[src/hw/packetfilt_pkg.sv]
`default_nettype none

package packetfilt_pkg;
	localparam int code_addr_width = 10;   // 1024 instructions
	localparam int packet_addr_width = 10; // 1024 words, 4 KiB
	localparam int code_word_width = 64;   // One instruction per word
	localparam int packet_word_width = 32; // Snooper and forwarder word size

	// Cut-down BPF opcode set, encodings borrowed from classic BPF
	typedef enum logic [7:0] {
		op_ld_abs     = 8'h20, // A <= pkt[k]
		op_and_k      = 8'h54, // A <= A & k
		op_jeq_k      = 8'h15, // pc += 1 + (A == k ? jt : jf)
		op_ret_accept = 8'h06,
		op_ret_drop   = 8'h16
	} op_e;

	// Field placement inside the 64-bit code word
	localparam int op_lsb = 56;
	localparam int op_width = 8;
	localparam int jt_lsb = 48;
	localparam int jt_width = 8;
	localparam int jf_lsb = 40;
	localparam int jf_width = 8;
	localparam int k_lsb = 0;
	localparam int k_width = 32;   // Bits 39..32 unused

	// Register byte offsets from BASEADDR
	localparam logic [31:0] reg_status = 32'h0;
	localparam logic [31:0] reg_control = 32'h4;
	localparam logic [31:0] reg_inst_low = 32'h8;
	localparam logic [31:0] reg_inst_high = 32'hc;

	typedef enum logic {
		verdict_drop   = 1'b0,
		verdict_accept = 1'b1
	} verdict_e;
endpackage

`default_nettype wire

[src/hw/packetfilt_regs.sv]
`default_nettype none

module packetfilt_regs #(
	parameter int AXI_ADDR_WIDTH = 32,
	parameter logic [31:0] BASEADDR = 32'h0000_0000
) (
	input wire axi_aclk,
	input wire arst_n,
	input wire [AXI_ADDR_WIDTH-1:0] s_axi_awaddr,
	input wire [2:0] s_axi_awprot,
	input wire s_axi_awvalid,
	output logic s_axi_awready,
	input wire [31:0] s_axi_wdata,
	input wire [3:0] s_axi_wstrb,
	input wire s_axi_wvalid,
	output logic s_axi_wready,
	input wire [AXI_ADDR_WIDTH-1:0] s_axi_araddr,
	input wire [2:0] s_axi_arprot,
	input wire s_axi_arvalid,
	output logic s_axi_arready,
	output logic [31:0] s_axi_rdata,
	output logic [1:0] s_axi_rresp,
	output logic s_axi_rvalid,
	input wire s_axi_rready,
	output logic [1:0] s_axi_bresp,
	output logic s_axi_bvalid,
	input wire s_axi_bready,
	input wire drop_pulse,
	output logic control_start,
	output logic inst_low_strobe,
	output logic [31:0] inst_low_value,
	output logic inst_high_strobe,
	output logic [31:0] inst_high_value
);
	logic aw_held;                      // AW beat taken, waiting for W
	logic w_held;                       // W beat taken, waiting for AW
	logic [AXI_ADDR_WIDTH-1:0] aw_addr_q;
	logic [31:0] w_data_q;
	logic [3:0] w_strb_q;
	logic [15:0] num_packets_dropped;
	logic aw_hs;
	logic w_hs;
	logic ar_hs;
	logic wr_fire;                      // Both halves of a write present
	logic [AXI_ADDR_WIDTH-1:0] wr_off;
	logic [AXI_ADDR_WIDTH-1:0] rd_off;
	logic [31:0] wr_data;
	logic [3:0] wr_strb;

	// Word-aligned match of an offset against a register
	function automatic logic hit(input logic [AXI_ADDR_WIDTH-1:0] off,
			input logic [31:0] reg_off);
		return {off[AXI_ADDR_WIDTH-1:2], 2'b00} == AXI_ADDR_WIDTH'(reg_off);
	endfunction

	// Byte lane merge
	function automatic logic [31:0] apply_strb(input logic [31:0] old_val,
			input logic [31:0] new_val, input logic [3:0] strb);
		logic [31:0] res;
		res = old_val;
		for (int i = 0; i < 4; i++) begin
			if (strb[i])
				res[8*i +: 8] = new_val[8*i +: 8];
		end
		return res;
	endfunction

	assign aw_hs = s_axi_awvalid && s_axi_awready;
	assign w_hs = s_axi_wvalid && s_axi_wready;
	assign ar_hs = s_axi_arvalid && s_axi_arready;
	assign wr_fire = (aw_held || aw_hs) && (w_held || w_hs);
	assign wr_off = (aw_held ? aw_addr_q : s_axi_awaddr) - AXI_ADDR_WIDTH'(BASEADDR);
	assign wr_data = w_held ? w_data_q : s_axi_wdata;   // Held beat wins
	assign wr_strb = w_held ? w_strb_q : s_axi_wstrb;
	assign rd_off = s_axi_araddr - AXI_ADDR_WIDTH'(BASEADDR);
	assign s_axi_bresp = 2'b00;     // Always OKAY
	assign s_axi_rresp = 2'b00;

	always_ff @(posedge axi_aclk or negedge arst_n) begin
		if (!arst_n) begin
			s_axi_awready <= 1'b0;
			s_axi_wready <= 1'b0;
			s_axi_arready <= 1'b0;
			s_axi_bvalid <= 1'b0;
			s_axi_rvalid <= 1'b0;
			aw_held <= 1'b0;
			w_held <= 1'b0;
			control_start <= 1'b0;
			inst_low_strobe <= 1'b0;
			inst_high_strobe <= 1'b0;
			num_packets_dropped <= '0;
		end else begin
			// Ready pulses one cycle, never while a beat or response is pending
			s_axi_awready <= s_axi_awvalid && !s_axi_awready && !aw_held && !s_axi_bvalid;
			s_axi_wready <= s_axi_wvalid && !s_axi_wready && !w_held && !s_axi_bvalid;
			s_axi_arready <= s_axi_arvalid && !s_axi_arready && !s_axi_rvalid;
			if (wr_fire) begin
				aw_held <= 1'b0;
				w_held <= 1'b0;
				s_axi_bvalid <= 1'b1;
			end else begin
				if (aw_hs)
					aw_held <= 1'b1;
				if (w_hs)
					w_held <= 1'b1;
				if (s_axi_bready)
					s_axi_bvalid <= 1'b0;
			end
			inst_low_strobe <= wr_fire && hit(wr_off, packetfilt_pkg::reg_inst_low);
			inst_high_strobe <= wr_fire && hit(wr_off, packetfilt_pkg::reg_inst_high);
			if (wr_fire && hit(wr_off, packetfilt_pkg::reg_control) && wr_strb[0])
				control_start <= wr_data[0];
			if (drop_pulse && num_packets_dropped != 16'hffff)
				num_packets_dropped <= num_packets_dropped + 1'b1; // Saturates
			if (ar_hs)
				s_axi_rvalid <= 1'b1;
			else if (s_axi_rready)
				s_axi_rvalid <= 1'b0;
		end
	end

	always_ff @(posedge axi_aclk) begin
		if (aw_hs)
			aw_addr_q <= s_axi_awaddr;
		if (w_hs) begin
			w_data_q <= s_axi_wdata;
			w_strb_q <= s_axi_wstrb;
		end
		if (wr_fire && hit(wr_off, packetfilt_pkg::reg_inst_low))
			inst_low_value <= apply_strb(inst_low_value, wr_data, wr_strb);
		if (wr_fire && hit(wr_off, packetfilt_pkg::reg_inst_high))
			inst_high_value <= apply_strb(inst_high_value, wr_data, wr_strb);
		if (ar_hs) begin
			if (hit(rd_off, packetfilt_pkg::reg_status))
				s_axi_rdata <= {16'h0000, num_packets_dropped};
			else if (hit(rd_off, packetfilt_pkg::reg_control))
				s_axi_rdata <= {31'd0, control_start};
			else if (hit(rd_off, packetfilt_pkg::reg_inst_low))
				s_axi_rdata <= inst_low_value;
			else if (hit(rd_off, packetfilt_pkg::reg_inst_high))
				s_axi_rdata <= inst_high_value;
			else
				s_axi_rdata <= '0;  // Unmapped offsets read zero
		end
	end
endmodule

`default_nettype wire

[config.mk]
export PLATFORM = sky130hd
export DESIGN_NAME = packetfilt_regs
export DESIGN_NICKNAME = d
export VERILOG_FILES = /design/src/hw/packetfilt_pkg.sv /design/src/hw/packetfilt_regs.sv
export SDC_FILE = /design/constraint.sdc
export NUM_CORES = 1
export LEC_CHECK = 0
export CORE_ASPECT_RATIO = 1.75
export CORE_MARGIN = 2
export CORE_UTILIZATION = 50
export DETAILED_ROUTE_END_ITERATION = 12
export DONT_BUFFER_PORTS = 1
export PLACE_DENSITY = 0.71
export SLEW_MARGIN = 20
export SYNTH_ARGS = -nofsm -noshare
export SYNTH_HDL_FRONTEND = slang
export SYNTH_SLANG_ARGS = --single-unit
[constraint.sdc]
create_clock -name axi_aclk -period 3.25 [get_ports axi_aclk]
set_input_delay 0.325 -clock axi_aclk [delete_from_list [all_inputs] [get_ports axi_aclk]]
set_output_delay 0.325 -clock axi_aclk [all_outputs]
set_load 0.005 [all_outputs]
==> impl_metrics.csv <==
group,metric,value,unit
global_route,grt_pass1_vias,4525,
floorplan,row_count,58,
clock_tree,clkLatencyLatePin,0.42,ns
sta,worst_slew_pin_slew,0.855,ns
setup_path,critPathRequiredTime,3.37,ns
pwr,p_leak,3.15,nW
sta,hold_viol_final,0,
yosys,synth_edf_count,162,
yosys,ys.flop_type,"edfxtp_1",
detailed_routing,post_drt_wl_per_cell,22.7,µm
yosys,avgSynthCellArea,16.3,µm²
layout,final_nets,650,
yosys,synth_cell_types,40,
pwr,power,5.77,mW
yosys,yosysWarnings,0,
clock_tree,cts_sinks,188,
yosys,synth_area_leaders,"edfxtp_1 (66%), dfrtp_1 (8.9%), mux2i_1 (5.3%)",
sta,fmax,0.392,GHz
pwr,switchingPower,1.37,mW
clock_tree,clkTransAtPathRegs,0.07,ns
global_route,antenna_found_initial,1,
setup_path,path_cells,"nor4b_1 -> nand4_1 -> a221oi_2 -> nand3_1 -> nor2_1 -> buf_4",
yosys,synth.most_common_cell,"edfxtp_1",
pwr,power.share.clock,37.3,%
yosys,synth_top_cell_by_area,"edfxtp_1",
place,io_buffers,0,
sta,setup_violations,0,
setup_path,critPathSlowestCell,"dfrtp_1",
detailed_routing,wirelength,16500,µm
sta,min_period,2.55,ns
outcome,status,"finished clean",
yosys,synthArstFlopShare,13.8,%
setup_path,r2r_cells,6,
global_route,gr-total-overflow,0,
floorplan,core_area,14400,µm²
floorplan,die-area,15700,µm²
flow_run,maxCapViolations,0,
sta,slew-limit-headroom,42.5,%
layout,postLayoutCellArea,8890,µm²
setup_path,worstReg2RegEnd,"inst_low_value[12]$_DFFE_PP_",
floorplan,die_x,95.5,µm
detailed_routing,via_count,4171,
yosys,synth_cells,448,
sta,slew_violations,0,
worst_hold_path,holdCritPathClass,"input port to flip-flop",
place,placed_area,7570,µm²
setup_path,critPathTopFamily,"simple AND/OR/NAND/NOR gates",
floorplan,fp.dieH,164,µm
worst_hold_path,min_from,"drop_pulse",
floorplan,initial_core_util,51.0,%
setup_path,crit_type,"flip-flop to flip-flop",
pwr,p_int,4.40,mW
setup_path,timing.rr.start,"aw_held$_DFFE_PN0P_",
place,dp_hpwl,11200,µm
setup_path,path_buf_inv,1,
clock_tree,clockBufferDepth,2,
setup_path,end_kind,"flip-flop",
global_route,grt_usage,21.7,%
yosys,syn_area,7320,µm²
place,gp_congestion,0.824,
pwr,switching_share,23.7,%
pwr,powerDensity,649,nW/µm²
pwr,power_frac_comb,9.9,%
worst_hold_path,min_to,"num_packets_dropped[0]$_DFFE_PN0P_",
floorplan,pin_count,222,
setup_path,cp.arrival,2.68,ns
yosys,yosysSeqAreaShare,75.3,%
setup_path,reg2reg_slack,0.70,ns
yosys,synth_top_area_share,66.4,%
clock_tree,root_buffer,"clkbuf_16",
clock_tree,h-tree-depth,4,
detailed_routing,avgViaCountPerCell,5.72,
sta,finalSetupTns,0,ns
setup_path,critPathMaxStageDelay,0.66,ns
detailed_routing,drc,0,
sta,min_period_over_period,78.6,%
yosys,synthTopCellsByCount,"edfxtp_1 (162), mux2i_1 (39), nor2_1 (35)",
worst_hold_path,hold_depth,2,
sta,whs,0.0595,ns
pwr,seqPwrFrac,52.9,%
global_route,grt_start_max_net_pins,37,
global_route,grt_pass1_wl,24600,µm
layout,drive_gt1_share,15.3,%
place,placed_cells,627,
detailed_routing,first_pass_iters,4,
detailed_routing,drt_iter0_drc,166,
layout,stdcell_count,729,
detailed_routing,ant_nets,0,
clock_tree,cts_tree,"built",
setup_path,critPathLaunchType,"flip-flop",
pwr,vdd_drop_max,0.532,mV
clock_tree,cts_buffers,17,
sta,rsz0062_at_grt,"false",
layout,syn2layout_area_growth,21.3,%
yosys,ys_ff_latch,188,
sta,worst_clock_skew,0.00857,ns
setup_path,worstPathMaxFanout,11,
-- registers in the layout, indices dropped and copies added, names as in the netlist --
register	flops
s_axi_rdata	32
inst_high_value	32
s_axi_awready	1
s_axi_arready	1
aw_held	1
s_axi_rvalid	1
inst_low_value	32
s_axi_wready	1
control_start	1
aw_addr_q	30
inst_high_strobe	1
inst_low_strobe	1
w_strb_q	4
num_packets_dropped	16
w_data_q	32
w_held	1
s_axi_bvalid	1
-- through the flow --
| step | setup WS [ns] | util, % |
|---|---|---|
| floorplan | 0.724 | - |
| global placement | 0.817 | 52.7 |
| detailed placement | 0.698 | 52.7 |
| CTS | 0.678 | 61.8 |
| global route | 0.508 | 61.8 |
| finish | 0.696 | 61.8 |
-- power by group through the flow --
stage,clock network [mW],logic (mW),registers (mW)
global route,2.28,0.626,3.07
floorplan,0,0.442,3.02
detailed placement,0,0.481,3.10
finish,2.15,0.568,3.05
global placement,0,0.457,3.08
CTS,2.19,0.560,3.05
-- layout make-up --
cell class | count | area [µm²]
Tap cell | 180 | 225
Clock buffer | 18 | 429
Fill cell | 1035 | 5480
Inverter | 6 | 22.5
Timing Repair Buffer | 82 | 798
Clock inverter | 14 | 186
Multi-Input combinational cell | 240 | 1710
Antenna cell | 1 | 2.50
Sequential cell | 188 | 5520
-- logic make-up (layout without fill, tap and decap cells) --
kind of cell / Yosys count / in the layout / share of synthesized area, %
adder cells (fa/ha/maj): 1 / 1 / 0.171
flip-flops: 188 / 188 / 75.3
other: 1 / 5 / 0.0512
XOR/XNOR: 11 / 11 / 1.32
AND/OR/NAND/NOR: 121 / 121 / 8.34
AO/OA/AOI/OAI: 30 / 30 / 2.68
buffers and inverters: 23 / 120 / 1.57
multiplexers: 73 / 73 / 10.6
-- worst max-delay path by stage --
stage / cells past startpoint / from / to / slack (ns)
global placement: 6 / aw_held$_DFFE_PN0P_ / inst_high_value[2]$_DFFE_PP_ / 0.82
detailed placement: 6 / aw_held$_DFFE_PN0P_ / inst_low_value[10]$_DFFE_PP_ / 0.70
global route: 6 / aw_held$_DFFE_PN0P_ / inst_high_value[1]$_DFFE_PP_ / 0.51
CTS: 6 / aw_held$_DFFE_PN0P_ / inst_low_value[12]$_DFFE_PP_ / 0.68
floorplan: 5 / s_axi_awready$_DFF_PN0_ / inst_low_value[0]$_DFFE_PP_ / 0.72
finish: 6 / aw_held$_DFFE_PN0P_ / inst_low_value[12]$_DFFE_PP_ / 0.70
-- what timing repair did --
action                                 in CTS  in global routing
buffers inserted                            0                  0
endpoints found under the hold margin      93                  0
gates resized for setup                     0                  0
hold buffers                               69                  0
-- cell usage in the layout (no fill, tap or decap), types with 14 or more instances in the layout --
| cell | count |
|---|---|
| clkbuf_16 | 17 |
| dfrtp_1 | 25 |
| dlygate4sd3_1 | 68 |
| edfxtp_1 | 162 |
| mux2_2 | 33 |
| mux2i_1 | 39 |
| nand2_1 | 26 |
| nor2_1 | 35 |
| nor4_1 | 20 |
| o21ai_0 | 14 |
-- per-layer routing --
layer  part of all wire, %  GRT usage, %  vias to the layer above  routed length (µm)
met5                     0             0                        -                   0
met4                   2.6          8.25                        0                 429
met3                   6.5          6.19                       31                1080
met2                    57          40.3                      193                9430
met1                    34          22.6                     2063                5600
li1                      -             -                     1884                   -
(Power assumes the default switching activity.)
