<file path="config.mk">
export PLATFORM = sky130hd
export DESIGN_NAME = filter_engine
export DESIGN_NICKNAME = d
export VERILOG_FILES = /design/src/hw/packetfilt_pkg.sv /design/src/hw/filter_engine.sv
export SDC_FILE = /design/constraint.sdc
export NUM_CORES = 1
export LEC_CHECK = 0
export BUFFER_PORTS_ARGS = -buffer_cell sky130_fd_sc_hd__buf_2
export CORE_UTILIZATION = 46
export CTS_CLUSTER_SIZE = 24
export DETAILED_ROUTE_END_ITERATION = 10
export PLACE_DENSITY_LB_ADDON = 0.3
export SKIP_CTS_REPAIR_TIMING = 1
export SYNTH_ARGS = -nofsm -noshare
export SYNTH_HDL_FRONTEND = slang
export SYNTH_SLANG_ARGS = --single-unit
</file>
<file path="constraint.sdc">
create_clock -name axi_aclk -period 3.6 [get_ports axi_aclk]
set_input_delay 0.36 -clock axi_aclk [delete_from_list [all_inputs] [get_ports axi_aclk]]
set_output_delay 0.36 -clock axi_aclk [all_outputs]
set_load 0.02 [all_outputs]
</file>
<file path="src/hw/packetfilt_pkg.sv">
`default_nettype none

package packetfilt_pkg;
	localparam int code_addr_width = 10;   // 1024 instructions
	localparam int packet_addr_width = 10; // 1024 words, 4 KiB
	localparam int code_word_width = 64;   // One instruction per word
	localparam int packet_word_width = 32; // Snooper and forwarder word size

	// Cut-down BPF opcode set, encodings borrowed from classic BPF
	typedef enum logic [7:0] {
		op_ld_abs     = 8'h20, // A <= pkt[k]
		op_and_k      = 8'h54, // A <= A & k
		op_jeq_k      = 8'h15, // pc += 1 + (A == k ? jt : jf)
		op_ret_accept = 8'h06,
		op_ret_drop   = 8'h16
	} op_e;

	// Field placement inside the 64-bit code word
	localparam int op_lsb = 56;
	localparam int op_width = 8;
	localparam int jt_lsb = 48;
	localparam int jt_width = 8;
	localparam int jf_lsb = 40;
	localparam int jf_width = 8;
	localparam int k_lsb = 0;
	localparam int k_width = 32;   // Bits 39..32 unused

	// Register byte offsets from BASEADDR
	localparam logic [31:0] reg_status = 32'h0;
	localparam logic [31:0] reg_control = 32'h4;
	localparam logic [31:0] reg_inst_low = 32'h8;
	localparam logic [31:0] reg_inst_high = 32'hc;

	typedef enum logic {
		verdict_drop   = 1'b0,
		verdict_accept = 1'b1
	} verdict_e;
endpackage

`default_nettype wire

</file>
<file path="src/hw/filter_engine.sv">
`default_nettype none

module filter_engine (
	input wire axi_aclk,
	input wire arst_n,
	input wire control_start,
	input wire pkt_ready,
	input wire [packetfilt_pkg::packet_addr_width:0] pkt_words,
	input wire [packetfilt_pkg::code_word_width-1:0] code_rd_data,
	input wire [packetfilt_pkg::packet_word_width-1:0] pkt_rd_data,
	output logic code_rd_en,
	output logic [packetfilt_pkg::code_addr_width-1:0] code_rd_addr,
	output logic pkt_rd_en,
	output logic [packetfilt_pkg::packet_addr_width-1:0] pkt_rd_addr,
	output logic accept_pulse,
	output logic drop_pulse
);
	localparam int pc_width = packetfilt_pkg::code_addr_width + 1;  // Extra bit flags overrun

	typedef enum logic [2:0] {
		st_idle,
		st_fetch,    // Code read issued
		st_exec,     // Instruction on code_rd_data
		st_load,     // Packet word on pkt_rd_data
		st_done      // Verdict given, wait for buffer to move on
	} state_e;

	state_e state;
	state_e state_nxt;
	logic [pc_width-1:0] pc;
	logic [pc_width-1:0] pc_nxt;
	logic [pc_width-1:0] jump_off;
	logic [31:0] acc;             // BPF A register
	packetfilt_pkg::op_e op;
	logic [31:0] k;
	logic finish;
	packetfilt_pkg::verdict_e verdict;

	assign op = packetfilt_pkg::op_e'(code_rd_data[packetfilt_pkg::op_lsb +: packetfilt_pkg::op_width]);
	assign k = code_rd_data[packetfilt_pkg::k_lsb +: packetfilt_pkg::k_width];
	assign jump_off = (acc == k) ?
		pc_width'(code_rd_data[packetfilt_pkg::jt_lsb +: packetfilt_pkg::jt_width]) :
		pc_width'(code_rd_data[packetfilt_pkg::jf_lsb +: packetfilt_pkg::jf_width]);
	assign code_rd_addr = pc[pc_width-2:0];
	assign pkt_rd_addr = k[packetfilt_pkg::packet_addr_width-1:0];

	always_comb begin
		state_nxt = state;
		pc_nxt = pc;
		code_rd_en = 1'b0;
		pkt_rd_en = 1'b0;
		finish = 1'b0;
		verdict = packetfilt_pkg::verdict_drop;  // Anything odd drops
		case (state)
			st_idle: begin
				if (control_start && pkt_ready) begin
					state_nxt = st_fetch;
					pc_nxt = '0;
				end
			end
			st_fetch: begin
				if (pc[pc_width-1]) begin
					finish = 1'b1;               // Ran off the end of code memory
				end else begin
					code_rd_en = 1'b1;
					state_nxt = st_exec;
				end
			end
			st_exec: begin
				case (op)
					packetfilt_pkg::op_ld_abs: begin
						if (k >= 32'(pkt_words)) begin
							finish = 1'b1;       // Beyond packet
						end else begin
							pkt_rd_en = 1'b1;
							state_nxt = st_load;
						end
					end
					packetfilt_pkg::op_and_k: begin
						pc_nxt = pc + 1'b1;
						state_nxt = st_fetch;
					end
					packetfilt_pkg::op_jeq_k: begin
						pc_nxt = pc + jump_off + 1'b1;
						state_nxt = st_fetch;
					end
					packetfilt_pkg::op_ret_accept: begin
						finish = 1'b1;
						verdict = packetfilt_pkg::verdict_accept;
					end
					default: finish = 1'b1;      // ret_drop and unknown opcodes
				endcase
			end
			st_load: begin
				pc_nxt = pc + 1'b1;
				state_nxt = st_fetch;
			end
			st_done: begin
				if (!pkt_ready)
					state_nxt = st_idle;
			end
			default: state_nxt = st_idle;
		endcase
		if (finish)
			state_nxt = st_done;
		// Start cleared mid-run, back to pc 0 with packet kept
		if (!control_start && (state inside {st_fetch, st_exec, st_load})) begin
			state_nxt = st_idle;
			pc_nxt = '0;
			finish = 1'b0;
			code_rd_en = 1'b0;
			pkt_rd_en = 1'b0;
		end
	end

	always_ff @(posedge axi_aclk or negedge arst_n) begin
		if (!arst_n) begin
			state <= st_idle;
			pc <= '0;
			acc <= '0;
			accept_pulse <= 1'b0;
			drop_pulse <= 1'b0;
		end else begin
			state <= state_nxt;
			pc <= pc_nxt;
			accept_pulse <= finish && verdict == packetfilt_pkg::verdict_accept;
			drop_pulse <= finish && verdict == packetfilt_pkg::verdict_drop;
			if (state == st_idle)
				acc <= '0;
			else if (state == st_exec && op == packetfilt_pkg::op_and_k)
				acc <= acc & k;
			else if (state == st_load)
				acc <= pkt_rd_data;
		end
	end
endmodule

`default_nettype wire

</file>
==> run_results.csv, run 1 <==
group,metric,value,unit
finish,final_cell_mix,"buf_2 (126), ha_1 (50), nand2_1 (48), dfrtp_1 (48), o21ai_0 (40)",
power_and_ir_drop,switchingPower,0.3625,mW
finish,layout_commonest_cell,"buf_2",
global_route,first_global_vias,3652,
die,die_h,94.64,um
die,initial_core_util,47.80,%
die,die_w,94.64,um
timing,layout_min_cycle_time,3.399,ns
clocking,clkSlewWorstSetupHoldPaths,0.10,ns
power_and_ir_drop,clkPwrFrac,29.3,%
detailed_routing,antenna_left,0,
setup_path,worst-path-buf-inv,4,
finish,fillers,712,
timing,clock.fmax,294.2,MHz
synthesis,synthAdderAreaFrac,16.99,%
setup_path,critPathKind,"flip-flop to flip-flop",
timing,rsz0062_at_grt,"no",
run_status,outcome,"completed",
detailed_routing,wire_per_inst,15.65,um
synthesis,synth_compound_area_share,16.42,%
die,io_pins,135,
clocking,cts.sinks,48,
setup_path,crit_path_start,"acc[7]$_DFFE_PN0P_",
synthesis,synth_cells,429,
setup_path,r2r_cells,15,
finish,stdcell_area,0.004851,sq mm
timing,max_slew_margin,29.15,%
clocking,worstSkewPairLatency,0.30,ns
setup_path,r2r_start,"acc[7]$_DFFE_PN0P_",
worst_hold_path,hold_class,"input port to asynchronous set/reset pin",
global_route,antenna_found_initial,0,
power_and_ir_drop,sw_frac_of_total,30.47,%
placed_design,post_dp_cell_area,0.004659,sq mm
setup_path,crit_path_top_delay_cell,"dfrtp_1",
finish,fin_util,58.74,%
detailed_routing,drt-met1-wl,4435,um
setup_path,cp.required,3.83,ns
synthesis,synth_mux_area_share,10.65,%
setup_path,cp.arrival,3.63,ns
synthesis,ys.flop_type,"dfrtp_1",
setup_path,critPathCaptureType,"flip-flop",
detailed_routing,wl_met2,5038,um
timing,worst_slack,0.2014,ns
clocking,cts_tree,"done",
detailed_routing,drc,0,
detailed_routing,drt_iter0_drc,152,
synthesis,synth_xor_area_share,2.219,%
global_route,grt_max_degree,49,
synthesis,synth_edf_count,0,
placed_design,port_buffers,126,
detailed_routing,wl,10250,um
clocking,h-tree-depth,2,
setup_path,cpPeakStageDelay,0.40,ns
setup_path,path_depth,15,
placed_design,place_ws,-0.1410,ns
synthesis,synthArstFlopShare,100.0,%
power_and_ir_drop,p_comb_share,23.6,%
placed_design,place_congestion,0.8549,
timing,finalMaxSlewViolations,0,
setup_path,cpLargestDelayFamily,"compound AO/OA/AOI/OAI gates",
timing,worst_pin_slew,1.063,ns
setup_path,crit_chain,"ha_1 -> nor4_2 -> buf_4 -> nand4_1 -> nor2_1 -> buf_4 -> buf_6 -> mux2_2 -> ha_1 -> buf_4 -> o2111ai_1 -> nand4b_1 -> a31oi_2 -> o41a_1 -> o2bb2ai_1",
finish,antenna_cells,0,
power_and_ir_drop,ir_drop,127.7,uV
timing,finalClockSkew,0.01218,ns
die,core_area,0.008258,sq mm
detailed_routing,drtPass1Iterations,4,
synthesis,synthesis.nets,593,
global_route,grt_pass1_wl,16700,um
clocking,cts_inserted_buffers,5,
detailed_routing,wl_met3,595,um
power_and_ir_drop,power,1.190,mW
power_and_ir_drop,pwr-share-seq,47.1,%
setup_path,crit_top_cell,"buf_4",
setup_path,worstSetupStartpointType,"flip-flop",
clocking,cts_root_buf,"clkbuf_8",
global_route,grt_usage,23.60,%
setup_path,rrSetupSlack,0.20,ns
detailed_routing,routed.top_layer,"met4",
synthesis,yosys.area_share.simple,16.23,%
synthesis,synth_seq_area_share,30.43,%
synthesis,syn_area,0.003948,sq mm
finish,syn_to_final_growth,22.88,%
synthesis,yosysWarnings,0,
synthesis,syn_avg_cell_area,9.202,sq um
power_and_ir_drop,leakagePower,2.647,nW
timing,holdWs,0.1447,ns
detailed_routing,vias_per_cell,5.573,
finish,final_nets,713,
placed_design,hpwl,8023,um
timing,setup_viol,0,
clocking,cts_buffer_depth,2,
finish,final_layout_size_suffix_gt1_share,32.91,%
setup_path,r2r-end,"pc[9]$_DFFE_PN0P_",
synthesis,synth_top_family_by_area,"adder cells",
synthesis,ys_types,60,
die,rows,33,
run,drv_cap,0,
power_and_ir_drop,p_int,0.8270,mW
detailed_routing,vias,3650,
synthesis,ys_ff_latch,48,
global_route,gr-total-overflow,0,
setup_path,crit_fanout,6,
die,dieArea,0.008956,sq mm
setup_path,endpoint,"pc[9]$_DFFE_PN0P_",
timing,finalCritPeriodShare,94.40,%
power_and_ir_drop,p_per_area,245.2,mW/mm^2
timing,finalHoldViolCount,0,
[through the flow]
step / TNS (ns) / cells
global route: 0 / 655
floorplan: 0 / 429
CTS: -0.1238 / 655
detailed placement: -0.2718 / 647
finish: 0 / 655
global placement: -0.2242 / 647
[metal layers]
metal	global-route usage, %	up-vias
met5	0	-
met4	6.944	0
met3	2.738	17
met2	39.93	117
met1	31.59	1712
li1	-	1804
[worst min path at each step]
| stage | slack (ns) | startpoint | endpoint | depth (start not counted) |
|---|---|---|---|---|
| 2_1_floorplan | 0.06 | arst_n | acc[0]$_DFFE_PN0P_ | 0 |
| 3_3_place_gp | 0.47 | acc[9]$_DFFE_PN0P_ | acc[9]$_DFFE_PN0P_ | 2 |
| 3_5_place_dp | 0.48 | acc[31]$_DFFE_PN0P_ | acc[31]$_DFFE_PN0P_ | 2 |
| 4_1_cts | 0.17 | arst_n | acc[24]$_DFFE_PN0P_ | 2 |
| 5_1_grt | 0.21 | arst_n | acc[24]$_DFFE_PN0P_ | 2 |
| 6_report | 0.14 | arst_n | acc[24]$_DFFE_PN0P_ | 2 |
[cell usage after synthesis (2+ instances only)]
cell,n,area (sq um)
ha_1,52,650.6
dfrtp_1,48,1201
nand2_1,48,180.2
o21ai_0,40,200.2
mux2i_1,33,330.3
buf_4,20,150.1
inv_1,19,71.32
nor2_1,18,67.56
nor4_1,12,75.07
a21oi_1,10,50.05
nand3_1,9,45.04
clkbuf_1,8,30.03
mux2_2,8,90.09
nor2b_1,8,50.05
a211oi_1,6,45.04
nand4_1,6,37.54
a22o_1,5,43.79
a31oi_1,5,31.28
and3_1,5,31.28
nor3_1,5,25.02
xnor2_1,5,43.79
xor2_1,5,43.79
buf_2,4,20.02
or3_1,4,25.02
o31ai_1,3,22.52
a211o_1,2,17.52
a211oi_2,2,25.02
a21o_1,2,15.01
buf_1,2,7.510
nand2b_1,2,12.51
o211ai_1,2,15.01
o21a_1,2,15.01
o22ai_1,2,12.51
[power groups by stage]
stage | registers, mW | logic (mW) | clock network (mW)
after floorplan | 0.566 | 0.149 | 0
after global placement | 0.570 | 0.262 | 0
after detailed placement | 0.571 | 0.270 | 0
after CTS | 0.560 | 0.272 | 0.356
after global routing | 0.562 | 0.316 | 0.373
final | 0.561 | 0.281 | 0.348
[area by class of cell]
class	count	area, sq um	area share [%]
multi-input cells	328	2557	52.72
clock inverters	2	15.01	0.3095
clock buffers	6	82.58	1.702
inverters	19	71.32	1.470
well taps	105	131.4	2.708
repair buffers	147	792.0	16.33
flip-flops and latches	48	1201	24.76
[flip-flops by register name (all words and copies together), names as in the netlist]
name / cells
acc: 32
accept_pulse: 1
drop_pulse: 1
pc: 11
state: 3
[cells by family after synthesis]
kind of cell / count (synthesis)
AO/OA/AOI/OAI: 98
multiplexers: 41
AND/OR/NAND/NOR: 126
XOR/XNOR: 10
flip-flops: 48
adder cells (fa/ha/maj): 53
buffers and inverters: 53
No activity file was read; power rests on OpenSTA's default activity.
==> inputs of run 2 (changes only) <==
--- a/config.mk
+++ b/config.mk
@@ -5,7 +5,7 @@
 export SDC_FILE = /design/constraint.sdc
 export NUM_CORES = 1
 export LEC_CHECK = 0
-export BUFFER_PORTS_ARGS = -buffer_cell sky130_fd_sc_hd__buf_2
+export BUFFER_PORTS_ARGS = -buffer_cell sky130_fd_sc_hd__clkbuf_2
 export CORE_UTILIZATION = 46
 export CTS_CLUSTER_SIZE = 24
 export DETAILED_ROUTE_END_ITERATION = 10
==> run_results.csv, run 2 (synthesized netlist as in run 1, its figures left out) <==
group,metric,value,unit
global_route,grt_pass1_wl,16090,um
finish,layout_commonest_cell,"clkbuf_2",
die,io_pins,135,
run,drv_cap,0,
global_route,grt_usage,23.05,%
clocking,worstSkewPairLatency,0.31,ns
placed_design,port_buffers,126,
detailed_routing,drtPass1Iterations,4,
placed_design,place_ws,-0.1979,ns
run_status,outcome,"completed",
detailed_routing,drt_iter0_drc,141,
placed_design,place_congestion,0.8346,
setup_path,cp.arrival,3.65,ns
placed_design,hpwl,7926,um
global_route,first_global_vias,3440,
power_and_ir_drop,leakagePower,2.656,nW
worst_hold_path,hold_class,"input port to asynchronous set/reset pin",
finish,antenna_cells,0,
timing,finalMaxSlewViolations,0,
timing,worst_pin_slew,1.059,ns
finish,final_layout_size_suffix_gt1_share,32.60,%
finish,fillers,760,
finish,regMostFlops,"acc",
finish,top_regs,"acc: 32 flops, pc: 11 flops, state: 3 flops",
detailed_routing,vias_per_cell,5.565,
setup_path,critPathCaptureType,"flip-flop",
global_route,gr-total-overflow,0,
timing,finalClockSkew,0.007981,ns
setup_path,crit_fanout,6,
die,die_h,94.64,um
setup_path,r2r-end,"pc[9]$_DFFE_PN0P_",
timing,max_slew_margin,29.41,%
finish,final_nets,709,
clocking,cts_root_buf,"clkbuf_8",
finish,syn_to_final_growth,22.16,%
power_and_ir_drop,power,1.259,mW
die,dieArea,0.008956,sq mm
setup_path,r2r_start,"acc[7]$_DFFE_PN0P_",
setup_path,cp.required,3.81,ns
setup_path,r2r_cells,15,
finish,largest_reg_flops,32,
setup_path,endpoint,"pc[9]$_DFFE_PN0P_",
timing,worst_slack,0.1573,ns
detailed_routing,antenna_left,0,
clocking,cts_buffer_depth,2,
detailed_routing,vias,3623,
detailed_routing,wl,10060,um
die,die_w,94.64,um
die,initial_core_util,47.80,%
setup_path,crit_path_start,"acc[7]$_DFFE_PN0P_",
clocking,cts.sinks,48,
die,core_area,0.008258,sq mm
timing,finalCritPeriodShare,95.63,%
power_and_ir_drop,p_per_area,261.0,mW/mm^2
finish,final_cell_mix,"clkbuf_2 (126), ha_1 (50), nand2_1 (48), dfrtp_1 (48), o21ai_0 (39)",
setup_path,rrSetupSlack,0.16,ns
timing,layout_min_cycle_time,3.443,ns
timing,rsz0062_at_grt,"yes",
detailed_routing,drc,0,
global_route,grt_max_degree,33,
timing,clock.fmax,290.5,MHz
clocking,cts_tree,"done",
power_and_ir_drop,ir_drop,179.9,uV
setup_path,critPathKind,"flip-flop to flip-flop",
die,rows,33,
clocking,h-tree-depth,2,
clocking,cts_inserted_buffers,5,
setup_path,worstSetupStartpointType,"flip-flop",
timing,setup_viol,0,
timing,finalHoldViolCount,0,
global_route,antenna_found_initial,0,
clocking,clkSlewWorstSetupHoldPaths,0.09,ns
detailed_routing,wire_per_inst,15.45,um
-- run 2: changes by cell type in the layout (fill, tap and decap cells not counted), sizes merged --
| cell | before | now |
|---|---|---|
| clkinv | 0 | 1 |
| buf | 147 | 17 |
| clkbuf | 6 | 132 |
| clkinvlp | 2 | 0 |
| bufinv | 0 | 1 |
-- run 2: how the worst min path moves through the flow --
stage,endpoint,slack (ns),cells after the start
2_1_floorplan,acc[0]$_DFFE_PN0P_,0.06,0
3_3_place_gp,acc[24]$_DFFE_PN0P_,0.39,1
3_5_place_dp,acc[24]$_DFFE_PN0P_,0.39,1
4_1_cts,acc[24]$_DFFE_PN0P_,0.05,1
5_1_grt,acc[0]$_DFFE_PN0P_,0.08,1
6_report,acc[24]$_DFFE_PN0P_,0.04,1
-- run 2: layout make-up --
| type | instances | area [sq um] | area share [%] |
|---|---|---|---|
| clock buffer | 6 | 82.58 | 1.713 |
| multi-input combinational | 328 | 2539 | 52.65 |
| sequential | 48 | 1201 | 24.91 |
| inverter | 19 | 71.32 | 1.479 |
| tap | 105 | 131.4 | 2.724 |
| timing repair buffer | 143 | 758.2 | 15.72 |
| clock inverter | 2 | 38.79 | 0.8044 |
-- run 2: per-layer routing --
layer	routed length, um	GRT usage, %	part of all wire (%)
met5	0	0	0
met4	169	6.187	1.7
met3	554	2.899	5.5
met2	4918	39.69	49
met1	4413	30.36	44
-- run 2: per-stage QoR --
step                      utilization, %   TNS, ns  cell area [sq um]  hold slack [ns]  cells
after detailed placement           55.97   -0.3922               4622           0.3900    642
after floorplan                        -         0               3948          0.06441    429
after global placement             55.97   -0.1601               4622           0.3862    642
final                              58.39         0               4822          0.04055    651
after global routing               58.39  -0.08094               4822          0.07552    651
after CTS                          57.44   -0.2337               4743          0.05003    650
-- run 2: critical path, stage by stage (launching register included) --
cell	delay, ns
dfrtp_1	0.40
ha_1	0.30
nor4_2	0.26
buf_4	0.15
nand4_1	0.08
nor2_1	0.13
buf_4	0.15
buf_4	0.15
mux2_2	0.34
ha_1	0.32
and3_1	0.19
a21oi_1	0.15
nand4b_1	0.19
a31oi_2	0.29
o41a_1	0.17
o2bb2ai_1	0.07
-- run 2: where the power goes --
group	internal, mW	switching [mW]
registers	0.548	0.0122
clock network	0.227	0.194
logic	0.120	0.157
==> inputs of run 3 (changes only) <==
--- a/config.mk
+++ b/config.mk
@@ -6,7 +6,7 @@
 export NUM_CORES = 1
 export LEC_CHECK = 0
 export BUFFER_PORTS_ARGS = -buffer_cell sky130_fd_sc_hd__clkbuf_2
-export CORE_UTILIZATION = 46
+export CORE_UTILIZATION = 45
 export CTS_CLUSTER_SIZE = 24
 export DETAILED_ROUTE_END_ITERATION = 10
 export PLACE_DENSITY_LB_ADDON = 0.3
==> run_results.csv, run 3 (synthesized netlist as in run 1, its figures left out) <==
group,metric,value,unit
finish,final_cell_mix,"clkbuf_2 (126), ha_1 (51), nand2_1 (48), dfrtp_1 (48), o21ai_0 (40)",
finish,regMostFlops,"acc",
timing,finalClockSkew,0.009447,ns
clocking,worstSkewPairLatency,0.31,ns
clocking,h-tree-depth,2,
finish,stdcell_area,0.004832,sq mm
power_and_ir_drop,p_per_area,246.2,mW/mm^2
setup_path,critPathKind,"flip-flop to flip-flop",
finish,final_nets,714,
setup_path,cp.required,3.78,ns
finish,layout_commonest_cell,"clkbuf_2",
timing,holdWs,-0.002860,ns
setup_path,critPathCaptureType,"flip-flop",
finish,fillers,768,
finish,antenna_cells,0,
finish,syn_to_final_growth,22.41,%
timing,finalHoldViolCount,3,
run,drv_cap,0,
setup_path,worstSetupStartpointType,"flip-flop",
finish,largest_reg_flops,32,
global_route,grt_max_degree,33,
clocking,clkSlewWorstSetupHoldPaths,0.09,ns
timing,max_slew_margin,27.18,%
placed_design,place_ws,-0.1318,ns
run_status,violations,"hold timing",
power_and_ir_drop,ir_drop,145.0,uV
detailed_routing,wire_per_inst,15.35,um
placed_design,dp.cells,648,
placed_design,place_congestion,0.8336,
timing,setup_tns,0,ns
setup_path,crit_path_top_delay_cell,"fa_1",
clocking,cts_inserted_buffers,5,
setup_path,cpLargestDelayFamily,"compound AO/OA/AOI/OAI gates",
die,die_w,95.66,um
placed_design,post_dp_cell_area,0.004667,sq mm
detailed_routing,vias_per_cell,5.517,
worst_hold_path,hold_class,"input port to asynchronous set/reset pin",
detailed_routing,vias,3619,
global_route,grt_pass1_wl,15880,um
die,rows,33,
detailed_routing,drc,0,
die,initial_core_util,47.33,%
detailed_routing,drtPass1Iterations,4,
finish,top_regs,"acc: 32 flops, pc: 11 flops, state: 3 flops",
finish,instances_no_fill,656,
clocking,cts_buffer_depth,2,
timing,worst_slack,0.1743,ns
detailed_routing,wl,10070,um
setup_path,cp.arrival,3.60,ns
timing,worst_pin_slew,1.092,ns
timing,rsz0062_at_grt,"yes",
setup_path,worst-path-buf-inv,3,
finish,final_layout_size_suffix_gt1_share,32.49,%
global_route,first_global_vias,3391,
timing,clock.fmax,291.9,MHz
setup_path,crit_fanout,3,
placed_design,hpwl,7942,um
run_status,outcome,"complete, but fails checks",
detailed_routing,drt_iter0_drc,145,
power_and_ir_drop,leakagePower,2.662,nW
setup_path,cpPeakStageDelay,0.41,ns
clocking,cts_tree,"done",
timing,finalCritPeriodShare,95.16,%
timing,finalMaxSlewViolations,0,
die,die_h,95.66,um
timing,layout_min_cycle_time,3.426,ns
die,dieArea,0.009151,sq mm
die,io_pins,135,
global_route,grt_usage,22.49,%
timing,setup_viol,0,
die,core_area,0.008341,sq mm
detailed_routing,antenna_left,0,
clocking,cts_root_buf,"clkbuf_8",
clocking,cts.sinks,48,
global_route,gr-total-overflow,0,
global_route,antenna_found_initial,0,
setup_path,crit_chain,"ha_1 -> nor4_2 -> buf_4 -> nand4_1 -> nor2_1 -> buf_4 -> mux2i_1 -> ha_1 -> inv_1 -> fa_1 -> a211oi_2 -> o211ai_1 -> a21oi_2 -> o22ai_2 -> a21oi_1 -> a211oi_2",
placed_design,port_buffers,126,
-- run 3: power breakdown --
part / switching [mW] / leakage, nW / internal, mW
registers: 0.0120 / 0.668 / 0.548
logic: 0.158 / 1.95 / 0.123
clock network: 0.192 / 0.0434 / 0.156
-- run 3: layout make-up --
type,count,area [sq um],share of cell area [%]
Sequential cell,48,1201,24.86
Clock buffer,6,82.58,1.709
Multi-Input combinational cell,328,2535,52.46
Timing Repair Buffer,148,795.8,16.47
Tap cell,105,131.4,2.719
Inverter,19,71.32,1.476
Clock inverter,2,15.01,0.3107
-- run 3: per-layer routing --
layer	track usage (%)	vias up	part of all wire [%]
li1	-	1812	-
met1	29.76	1687	45
met2	39.46	111	49
met3	2.233	9	5.3
met4	5.224	0	0.94
met5	0	-	0
-- run 3: final timing paths --
path	slack (ns)	from	endpoint	depth (start not counted)
min in group axi_aclk	0.32	pkt_ready	state[2]$_DFFE_PN0P_	3
worst max register to register	0.17	acc[4]$_DFFE_PN0P_	pc[8]$_DFFE_PN0P_	16
worst min-delay path	-0.003	arst_n	acc[0]$_DFFE_PN0P_	1
worst min register to register	0.50	acc[21]$_DFFE_PN0P_	acc[21]$_DFFE_PN0P_	2
max in group asynchronous	2.81	arst_n	acc[9]$_DFFE_PN0P_	2
worst max-delay path	0.17	acc[4]$_DFFE_PN0P_	pc[8]$_DFFE_PN0P_	16
-- run 3: worst reg2reg max path: cells and delay by family, from the launching register on --
kind / cells / cell delay (ns)
AO/OA/AOI/OAI: 6 / 1.03
adder cells (fa/ha/maj): 3 / 0.88
buffers and inverters: 3 / 0.34
flip-flops: 1 / 0.39
multiplexers: 1 / 0.18
AND/OR/NAND/NOR: 3 / 0.49
-- run 3: metrics by stage --
step                      utilization (%)  total power [mW]
after CTS                           57.13             1.191
after global routing                57.94             1.250
after floorplan                         -            0.7144
after detailed placement            55.96            0.8432
after global placement              55.96            0.8351
final                               57.94             1.190
